$ cat config.mk
export PLATFORM = sky130hd
export DESIGN_NAME = ahb_mem_slave
export DESIGN_NICKNAME = d
export VERILOG_FILES = /design/src/common/ahb_pkg.sv /design/src/common/slave_pkg.sv /design/src/verilog/ahb_addr_phase.sv /design/src/verilog/mem_byte_lane.sv /design/src/verilog/ahb_resp_ctrl.sv /design/src/verilog/ahb_mem_slave.sv
export SDC_FILE = /design/constraint.sdc
export NUM_CORES = 2
export LEC_CHECK = 0
export BUFFER_PORTS_ARGS = -buffer_cell sky130_fd_sc_hd__buf_2
export CORE_MARGIN = 10
export CORE_UTILIZATION = 25
export DETAILED_ROUTE_END_ITERATION = 7
export PLACE_DENSITY = 0.36
export SETUP_SLACK_MARGIN = 0.2
export SLEW_MARGIN = 15
export SYNTH_ARGS = -nofsm -noshare
export SYNTH_HDL_FRONTEND = slang
export SYNTH_SLANG_ARGS = --single-unit
$ cat constraint.sdc
create_clock -name tb_clk -period 3.72 [get_ports tb_clk]
set_input_delay 0.93 -clock tb_clk [delete_from_list [all_inputs] [get_ports tb_clk]]
set_output_delay 0.93 -clock tb_clk [all_outputs]
set_load 0.02 [all_outputs]
$ cat src/common/ahb_pkg.sv
package ahb_pkg;

  // **************************************************
  // Bus widths
  // **************************************************
  // Byte address across the whole slave
  localparam int ADDR_W = 8;
  // One bus word, four byte lanes
  localparam int DATA_W = 32;

  // Byte address as seen on HADDR
  typedef logic [ADDR_W-1:0] haddr_t;
  // Read or write data word
  typedef logic [DATA_W-1:0] hdata_t;

  // **************************************************
  // Transfer and size codes
  // **************************************************
  // HTRANS encoding
  typedef enum logic [1:0] {
    TRANS_IDLE = 2'd0,
    TRANS_BUSY = 2'd1,
    TRANS_NSEQ = 2'd2,
    TRANS_SEQ  = 2'd3
  } htrans_e;

  // Low two bits of HSIZE
  // Code 3 is not used by this slave
  typedef enum logic [1:0] {
    SIZE_BYTE = 2'd0,
    SIZE_HALF = 2'd1,
    SIZE_WORD = 2'd2
  } hsize_e;

  // **************************************************
  // Address map
  // **************************************************
  // Read window
  localparam haddr_t READ_MIN  = 8'd0;
  localparam haddr_t READ_MAX  = 8'd127;
  // Write window, overlaps the upper half of the read window
  localparam haddr_t WRITE_MIN = 8'd64;
  localparam haddr_t WRITE_MAX = 8'd255;

endpackage

$ cat src/common/slave_pkg.sv
package slave_pkg;

  // **************************************************
  // Storage shape
  // **************************************************
  // One lane per byte of the bus word
  localparam int NUM_LANES  = 4;
  // Words of storage behind the 8-bit byte address
  localparam int MEM_WORDS  = 64;
  // Address bits that pick the lane inside a word
  localparam int LANE_SEL_W = $clog2(NUM_LANES);

  // Contents of a single lane entry
  typedef logic [7:0]                   lane_byte_t;
  // Index into the word array
  typedef logic [$clog2(MEM_WORDS)-1:0] word_addr_t;
  // One enable bit per lane
  typedef logic [NUM_LANES-1:0]         byte_en_t;

  // Everything the data phase needs from the address phase
  typedef struct packed {
    // Real NSEQ or SEQ transfer in flight
    logic       active;
    logic       write;
    // Address outside the window for this direction
    logic       err;
    word_addr_t word_addr;
    // Cleared on erroring transfers
    byte_en_t   byte_en;
  } dphase_t;

  // Response sequencing
  typedef enum logic [1:0] {
    RESP_OKAY = 2'd0,
    RESP_ERR1 = 2'd1,
    RESP_ERR2 = 2'd2
  } resp_state_e;

endpackage

$ cat src/verilog/ahb_addr_phase.sv
module ahb_addr_phase (
  input  logic                tb_clk,
  input  logic                rst_i,
  input  logic                hsel_i,
  input  ahb_pkg::haddr_t     haddr_i,
  input  ahb_pkg::htrans_e    htrans_i,
  input  ahb_pkg::hsize_e     hsize_i,
  input  logic                hwrite_i,
  input  logic                hready_i,
  output slave_pkg::dphase_t  dphase_o
);

  import ahb_pkg::*;
  import slave_pkg::*;

  // Lane offset inside the addressed word
  logic [LANE_SEL_W-1:0] lane_ofs;
  // Transfer that wants service this cycle
  logic                  addr_valid;
  // Address falls in the window for its direction
  logic                  addr_legal;
  byte_en_t              size_mask;
  dphase_t               dphase_d;

  // Window test done as an offset compare
  // Below the low limit wraps to a large offset and fails
  function automatic logic in_window(haddr_t addr, haddr_t lo, haddr_t hi);
    haddr_t ofs;
    ofs = addr - lo;
    return ofs <= haddr_t'(hi - lo);
  endfunction

  // Lanes touched by a transfer of this size at this offset
  function automatic byte_en_t lane_mask(hsize_e size, logic [LANE_SEL_W-1:0] ofs);
    byte_en_t mask;
    case (size)
      SIZE_BYTE: mask = byte_en_t'(1) << ofs;
      // Halfword picks the low or high pair
      SIZE_HALF: mask = ofs[1] ? byte_en_t'(4'b1100) : byte_en_t'(4'b0011);
      default:   mask = '1;
    endcase
    return mask;
  endfunction

  // **************************************************
  // Address phase decode
  // **************************************************
  assign lane_ofs   = haddr_i[LANE_SEL_W-1:0];
  // IDLE and BUSY never reach the data phase
  assign addr_valid = hsel_i && ((htrans_i == TRANS_NSEQ) || (htrans_i == TRANS_SEQ));
  assign addr_legal = hwrite_i ? in_window(haddr_i, WRITE_MIN, WRITE_MAX)
                               : in_window(haddr_i, READ_MIN, READ_MAX);
  assign size_mask  = lane_mask(hsize_i, lane_ofs);

  always_comb begin
    dphase_d.active    = addr_valid;
    dphase_d.write     = addr_valid && hwrite_i;
    dphase_d.err       = addr_valid && !addr_legal;
    dphase_d.word_addr = haddr_i[ADDR_W-1:LANE_SEL_W];
    // No lane sees an enable for an illegal access
    dphase_d.byte_en   = (addr_valid && addr_legal) ? size_mask : '0;
  end

  // Hold the current data phase while the slave stalls
  always_ff @(posedge tb_clk) begin
    if (rst_i) begin
      dphase_o <= '0;
    end else if (hready_i) begin
      dphase_o <= dphase_d;
    end
  end

  // Erroring write must leave every lane untouched
  a_err_write_no_en : assert property (
    @(posedge tb_clk) disable iff (rst_i)
    (dphase_o.active && dphase_o.err && dphase_o.write) |-> (dphase_o.byte_en == '0)
  ) else $error("erroring write carries byte enables %h", dphase_o.byte_en);

endmodule

$ cat src/verilog/mem_byte_lane.sv
module mem_byte_lane (
  input  logic                  tb_clk,
  input  slave_pkg::dphase_t    dphase_i,
  input  slave_pkg::lane_byte_t wr_byte_i,
  input  logic                  lane_we_i,
  output slave_pkg::lane_byte_t rd_byte_o
);

  import slave_pkg::*;

  // **************************************************
  // Lane storage
  // **************************************************
  // One byte of every word, no reset on contents
  lane_byte_t mem [MEM_WORDS];

  // Store at the edge that closes the write data phase
  always_ff @(posedge tb_clk) begin
    if (lane_we_i) begin
      mem[dphase_i.word_addr] <= wr_byte_i;
    end
  end

  // Read path is combinational
  // A read right after a write sees the stored byte
  assign rd_byte_o = mem[dphase_i.word_addr];

endmodule

$ cat src/verilog/ahb_resp_ctrl.sv
module ahb_resp_ctrl (
  input  logic                                             tb_clk,
  input  logic                                             rst_i,
  input  slave_pkg::dphase_t                               dphase_i,
  input  slave_pkg::lane_byte_t [slave_pkg::NUM_LANES-1:0] rd_bytes_i,
  output ahb_pkg::hdata_t                                  hrdata_o,
  output logic                                             hready_o,
  output logic                                             hresp_o
);

  import slave_pkg::*;

  // Response given in the previous cycle
  resp_state_e state_q;
  // Response for the current cycle
  resp_state_e resp_state;
  // Data phase of a legal read
  logic        rd_legal;

  // **************************************************
  // Response FSM
  // **************************************************
  // First error cycle comes straight from the data phase
  // Second error cycle always follows the first
  always_comb begin
    if (state_q == RESP_ERR1) begin
      resp_state = RESP_ERR2;
    end else if (dphase_i.active && dphase_i.err) begin
      resp_state = RESP_ERR1;
    end else begin
      resp_state = RESP_OKAY;
    end
  end

  always_ff @(posedge tb_clk) begin
    if (rst_i) begin
      state_q <= RESP_OKAY;
    end else begin
      state_q <= resp_state;
    end
  end

  // Wait state only in the first error cycle
  assign hready_o = (resp_state != RESP_ERR1);
  // ERROR held across both error cycles
  assign hresp_o  = (resp_state != RESP_OKAY);

  // **************************************************
  // Read data
  // **************************************************
  assign rd_legal = dphase_i.active && !dphase_i.write && !dphase_i.err;

  // Lane 0 lands in the low byte
  always_comb begin
    hrdata_o = '0;
    if (rd_legal) begin
      for (int i = 0; i < NUM_LANES; i++) begin
        hrdata_o[i*$bits(lane_byte_t) +: $bits(lane_byte_t)] = rd_bytes_i[i];
      end
    end
  end

  // Wait state only ever comes with ERROR
  a_wait_is_err : assert property (
    @(posedge tb_clk) disable iff (rst_i)
    !hready_o |-> hresp_o
  ) else $error("hready low without hresp");

  // Two-cycle error never cut short
  a_err1_then_err2 : assert property (
    @(posedge tb_clk) disable iff (rst_i)
    (resp_state == RESP_ERR1) |=> (resp_state == RESP_ERR2)
  ) else $error("error response not followed by second cycle");

endmodule

$ cat src/verilog/ahb_mem_slave.sv
module ahb_mem_slave (
  input  logic             tb_clk,
  input  logic             rst_i,
  input  logic             hsel_i,
  input  ahb_pkg::haddr_t  haddr_i,
  input  ahb_pkg::htrans_e htrans_i,
  input  ahb_pkg::hsize_e  hsize_i,
  input  logic             hwrite_i,
  input  ahb_pkg::hdata_t  hwdata_i,
  output ahb_pkg::hdata_t  hrdata_o,
  output logic             hresp_o,
  output logic             hready_o
);

  import slave_pkg::*;

  // Registered data phase shared by lanes and response
  dphase_t                     dphase;
  // One read byte per lane
  lane_byte_t [NUM_LANES-1:0]  rd_bytes;

  // **************************************************
  // Address phase
  // **************************************************
  ahb_addr_phase u_addr_phase (
    .tb_clk   (tb_clk),
    .rst_i    (rst_i),
    .hsel_i   (hsel_i),
    .haddr_i  (haddr_i),
    .htrans_i (htrans_i),
    .hsize_i  (hsize_i),
    .hwrite_i (hwrite_i),
    // Stalls capture during the first error cycle
    .hready_i (hready_o),
    .dphase_o (dphase)
  );

  // **************************************************
  // Byte lanes
  // **************************************************
  for (genvar i = 0; i < NUM_LANES; i++) begin : g_lane
    // Each lane takes its own byte of the write data
    mem_byte_lane u_lane (
      .tb_clk    (tb_clk),
      .dphase_i  (dphase),
      .wr_byte_i (hwdata_i[i*$bits(lane_byte_t) +: $bits(lane_byte_t)]),
      .lane_we_i (dphase.write && dphase.byte_en[i]),
      .rd_byte_o (rd_bytes[i])
    );
  end

  // Response and read data
  ahb_resp_ctrl u_resp_ctrl (
    .tb_clk     (tb_clk),
    .rst_i      (rst_i),
    .dphase_i   (dphase),
    .rd_bytes_i (rd_bytes),
    .hrdata_o   (hrdata_o),
    .hready_o   (hready_o),
    .hresp_o    (hresp_o)
  );

endmodule

# Word level (Yosys, flattened, before mapping)
# Memories as Yosys holds them, arrays and structs flattened. A register that Yosys moved wholly into a read port is not among the register bits.
# Cells that the tools add are included.
# Widths: inputs -> output; s select.
dict set report word_totals {
  inputBits 48
  n_memories 4
  ff_bits 15
  ramBits 2048
  out_inout_bits 34
}
dict set report op_classes {
  n_lt_le_gt_ge 2
  shift 1
  n_reduce_logical 17
  n_mux 23
  addsub 1
  eq_ne 5
}
# name depth width rd rd_ports_with_merged_regs write_ports line
set mem_list {}
lappend mem_list {{g_lane[0].u_lane.mem} 64 8 1 1 1 mem_byte_lane.sv:15} ;# lane_byte_t mem [MEM_WORDS];
lappend mem_list {{g_lane[1].u_lane.mem} 64 8 1 1 1 mem_byte_lane.sv:15}
lappend mem_list {{g_lane[2].u_lane.mem} 64 8 1 1 1 mem_byte_lane.sv:15}
lappend mem_list {{g_lane[3].u_lane.mem} 64 8 1 1 1 mem_byte_lane.sv:15}
# op n
set ops {}
lappend ops {{$mux 6} 8}
lappend ops {{$mux 32} 1}
lappend ops {{$logic_and 1x1->1} 11}
lappend ops {{$mux 1} 10}
lappend ops {{$le 8x7->1 const B} 1}
lappend ops {{$le 8x8->1 const B} 1}
lappend ops {{$mux 4} 2}
lappend ops {{$pmux 4 s2} 1}
lappend ops {{$sub 8x7->8 const B} 1}
lappend ops {{$eq 2x1->1 const B} 2}
lappend ops {{$eq 2x2->1 const B} 2}
lappend ops {{$shl 1x2->4 const A} 1}
lappend ops {{$logic_not 1->1} 3}
lappend ops {{$logic_not 2->1} 1}
lappend ops {{$mux 2} 1}
lappend ops {{$ne 2x1->1 const B} 1}
lappend ops {{$reduce_bool 2->1} 1}
lappend ops {{$logic_or 1x1->1} 1}

# Depth between registers and ports, before layout
dict set report logic_depth {
  ltp_word 6
  mapped_depth 10
  mapped_depth_nobuf 6
}

# By module
# A second synthesis with hierarchy kept.
dict set report unflattened {
  cells_unflattened 4756
  hier_area_um2 82046.2
}
# module n_inst seq_area_each_um2 cells_per_inst area_per_inst_um2
set by_module_without_submodules {}
lappend by_module_without_submodules {mem_byte_lane 4 15374.7 1163 20289.5}
lappend by_module_without_submodules {ahb_addr_phase 1 260.2 56 533.0}
lappend by_module_without_submodules {ahb_resp_ctrl 1 40.0 44 330.3}
lappend by_module_without_submodules {ahb_mem_slave 1 0.0 4 25.0}

# Worst setup path before layout
# No wires, ideal clock.
dict set report synth_path {
  path_kind {register to output}
  start {register (tool-made name)}
  end {output port hrdata_o[21]}
  setup_slack_ns 0.607
  path_buffers 5
  stages_incl_launch_ff 10
  required_time_ns 2.790
  arrival_ns 2.183
  cell_sequence {dfxtp_1 > buf_2 > buf_4 > buf_2 > buf_2 > buf_2 > nand2_1 > a32oi_1 > a21oi_1 > a311oi_1}
}
# element line
set synth_lines {}
lappend synth_lines {{end: declaration} ahb_mem_slave.sv:10} ;# output ahb_pkg::hdata_t hrdata_o,

==> out/qor.txt <==
fin crit period - 4540 ps
Worst VDD drop - 0.366 mV
status - finished, violations left
synth unique cells - 59
Hold Violations, Final - 0
initial antenna violation count - 27
I/O pin cnt - 82
Num CTS Buffers - 232
Power Total - 0.0516 W
Pwr Density - 504 nW/µm²
GR Overflow Total - 0
largest family of logic cells by synthesized area - multiplexers
antenna viol nets, final - 0
net switching power - 0.0117 W
placed insts - 8615
Vias/cell - 4.58
die area - 345000 µm²
crit path to - hrdata_o[1]
crit path max-delay cell type - mux4_2
syn_nets - 3839
Layout area overhead - 27.3%
Worst EP arrival - 3610 ps
Tcrit/Tclk final - 1.22
H-tree levels - 4
final setup margin - -820 ps
critical path buffer and inverter count - 7
Die Wd - 587 µm
worst path cell trace - buf_12, buf_12, buf_6, buf_12, buf_16, mux4_2, mux4_2, o21ai_2, o21ai_2, buf_6, buf_6
flop-to-flop setup slack - 530 ps
Synth Flop Type - edfxtp_1
unrepaired setup endpoints after global routing - yes
Initial Utilization - 0.251
largest net degree at the start of global routing - 65
worst r2r src - u_addr_phase.dphase_o[9]$_SDFFE_PP0P_
Detailed Routing Iterations Pass 1 - 5
WHS Path Cells - 3
RR Endpoint - g_lane[0].u_lane.mem[32][7]$_DFFE_PP_
synthesized instance count - 3791
power share of the clock group - 0.437
CTS tree - yes
final setup violation count - 32
deepest clock path buffer count - 4
fraction of the mapped netlist area in simple logic gates - 0.0271
Comb pwr share - 0.066
Synth Area in Compound Gates - 0.0247
largest stage delay on the critical path - 560 ps
Adder-Cell Fraction of Synth Area - 0
CP top delay family - multiplexers
max cap viols - 0
Max Clock Skew - 60.2 ps
Setup CP Type - reg -> out
CTS sink count - 2069
leakage - 32.4 nW
Slew Limit Headroom - 0.179
vias in the first global route - 43274
Final HPWL DP - 192000 µm
Seq pwr share - 0.497
Post-CTS Hold Fix Bufs - 0
Wirelength per Cell - 31.4 µm
total wire length - 290000 µm
Syn Std Cell Area - 80500 µm²
Setup crit end kind - output pin
Worst EP required - 2790 ps
sw frac - 0.226
Int Pwr - 0.0399 W
Non-Filler Instances - 9250
flops & latches, synth - 2069
Clk pin slew, worst setup/hold paths - 60 ps
CORE AREA - 321000 µm²
Synth Area in XOR/XNOR - 0
Final Util - 0.319
die height - 587 µm
Synth area leaders - edfxtp_1, mux4_2, mux2i_1, nor2_1, a22oi_1
highest clock rate - 220 MHz
syn_area_per_cell - 21.2 µm²
asr flop ratio synth - 0
Overall Global Routing Usage - 0.162
CP Launch Type - flip-flop
PortBufs - 80
Post-synth EDFFs - 2048
mux share of post-synthesis cell area - 0.163
post-synth top area share - 0.764
worst r2r path cells - 4
layout cells sized above 1 - 0.398
worst skew pair latency - 910 ps
first-pass GRT wire length - 391000 µm
cell taking the most area after synthesis - edfxtp_1
clock root buffer - clkbuf_16
Setup WS pre-CTS - -403 ps
stages on the worst setup path - 11
Yosys warning count - 0
GP Congestion - 0.789
Vias - 42383
Seq/Total Area, Yosys - 0.770
Post-route DRC - 0
First DRT Iteration DRCs - 3654
Worst Max-Slew Pin Slew - 1230 ps
failing checks - negative setup slack
Final nets - 4766
Max Slew Vio Count - 0
highest fanout seen on the critical path - 6
# rows - 208
Hold/Removal Path Class - in -> reg
==> layer usage <==
metal / track usage / share of wire / vias up
li1: - / - / 17694
met1: 0.223 / 0.44 / 23131
met2: 0.260 / 0.47 / 1171
met3: 0.0323 / 0.059 / 367
met5: 0 / 0.00047 / -
met4: 0.0472 / 0.032 / 20
==> final cells by class <==
cell class	count	area, µm²
diodes	30	75.1
multi-input cells	1496	18500
fillers	30910	218000
flip-flops and latches	2069	61900
inverters	3	11.3
clock inverters	152	1360
clock buffers	279	6020
well taps	4305	5390
repair buffers	916	9160
==> stage by stage <==
stage | TNS (ps) | hold slack (ps) | cell area [µm²]
6_report | -22560 | 311 | 102000
5_1_grt | -25870 | 293 | 102000
4_1_cts | -26550 | 228 | 101000
3_5_place_dp | -2170 | 477 | 90900
3_3_place_gp | -2260 | 466 | 90900
2_1_floorplan | 0 | 425 | 80500
==> cells by family after synthesis <==
| logic type | after synthesis |
|---|---|
| buffers and inverters | 226 |
| flip-flops | 2069 |
| AND/OR/NAND/NOR | 515 |
| multiplexers | 695 |
| AO/OA/AOI/OAI | 286 |
==> worst reg2reg max path, cell delays in order (launching register included) <==
cell     delay [ps]
dfxtp_1         500
nor3b_1         720
nand2_1         900
nor2_1          460
buf_4           270
==> synthesized netlist by cell type, types with 5 or more instances <==
| master | n |
|---|---|
| a31oi_1 | 13 |
| buf_1 | 14 |
| and2_1 | 6 |
| edfxtp_1 | 2048 |
| nor2b_1 | 23 |
| mux4_2 | 482 |
| o21ai_1 | 5 |
| buf_6 | 29 |
| nand2_1 | 132 |
| o22ai_1 | 9 |
| a22o_1 | 15 |
| nor2_1 | 282 |
| o211ai_1 | 7 |
| mux2_2 | 19 |
| nor3b_1 | 8 |
| buf_2 | 46 |
| a21oi_1 | 51 |
| dfxtp_1 | 21 |
| buf_4 | 32 |
| a221oi_1 | 11 |
| mux2i_1 | 190 |
| clkbuf_1 | 97 |
| a22oi_1 | 108 |
| nand3_1 | 22 |
| a211oi_1 | 8 |
| nor3_1 | 11 |
| o21ai_0 | 27 |
| nand2b_1 | 7 |
==> registers in the layout, summed over array words and instances (netlist names), named ones only <==
signal,count
u_addr_phase.dphase_o,13
g_lane.u_lane.mem,2048
u_resp_ctrl.state_q,2
==> layout by cell type, fill, tap and decap left out, types with 7 or more instances in the layout <==
master     count
a21oi_1       32
a21oi_2        9
a21oi_4       10
a221oi_2       8
a22o_1        14
a22oi_1       71
a22oi_2       37
a31oi_1        9
buf_12        98
buf_16        28
buf_2         45
buf_4        630
buf_6         93
buf_8         13
bufinv_16     19
clkbuf_1      45
clkbuf_16    243
clkinv_1      53
clkinv_2      61
dfxtp_1       15
diode_2       30
edfxtp_1    2048
mux2_2        14
mux2i_1      159
mux2i_2       17
mux2i_4       14
mux4_2       485
nand2_1      117
nand2_2       14
nand2b_1       7
nand3_1       16
nor2_1       273
nor2b_1       11
nor3_1         9
nor3b_1        7
o211ai_1       7
o21ai_0        7
o21ai_1       11
o21ai_2       12
==> repair_timing <==
item	CTS	global route
cloned	11	9
setup endpoints to repair	32	32
gates resized for setup	287	194
setup buffers	76	78
pin swaps	49	71
==> how the worst min path moves through the flow <==
stage / from / to / slack (ps)
floorplan: u_addr_phase.dphase_o[0]$_SDFFE_PP0P_ / u_addr_phase.dphase_o[0]$_SDFFE_PP0P_ / 420
global placement: u_resp_ctrl.state_q[0]$_SDFF_PP0_ / u_resp_ctrl.state_q[1]$_SDFF_PP0_ / 470
detailed placement: u_resp_ctrl.state_q[0]$_SDFF_PP0_ / u_resp_ctrl.state_q[1]$_SDFF_PP0_ / 480
CTS: hwrite_i / u_addr_phase.dphase_o[11]$_SDFFE_PP0P_ / 230
global route: hsize_i[1] / u_addr_phase.dphase_o[2]$_SDFFE_PP0P_ / 290
finish: hwrite_i / u_addr_phase.dphase_o[11]$_SDFFE_PP0P_ / 310
==> power by group through the flow <==
stage	sequential (W)	clock, W	combinational [W]
2_1_floorplan	0.0261	0	0.00126
3_3_place_gp	0.0261	0	0.00291
3_5_place_dp	0.0261	0	0.00292
4_1_cts	0.0256	0.0232	0.00327
5_1_grt	0.0256	0.0241	0.00360
6_report	0.0256	0.0225	0.00342
Power figures use the tool's default switching activity.
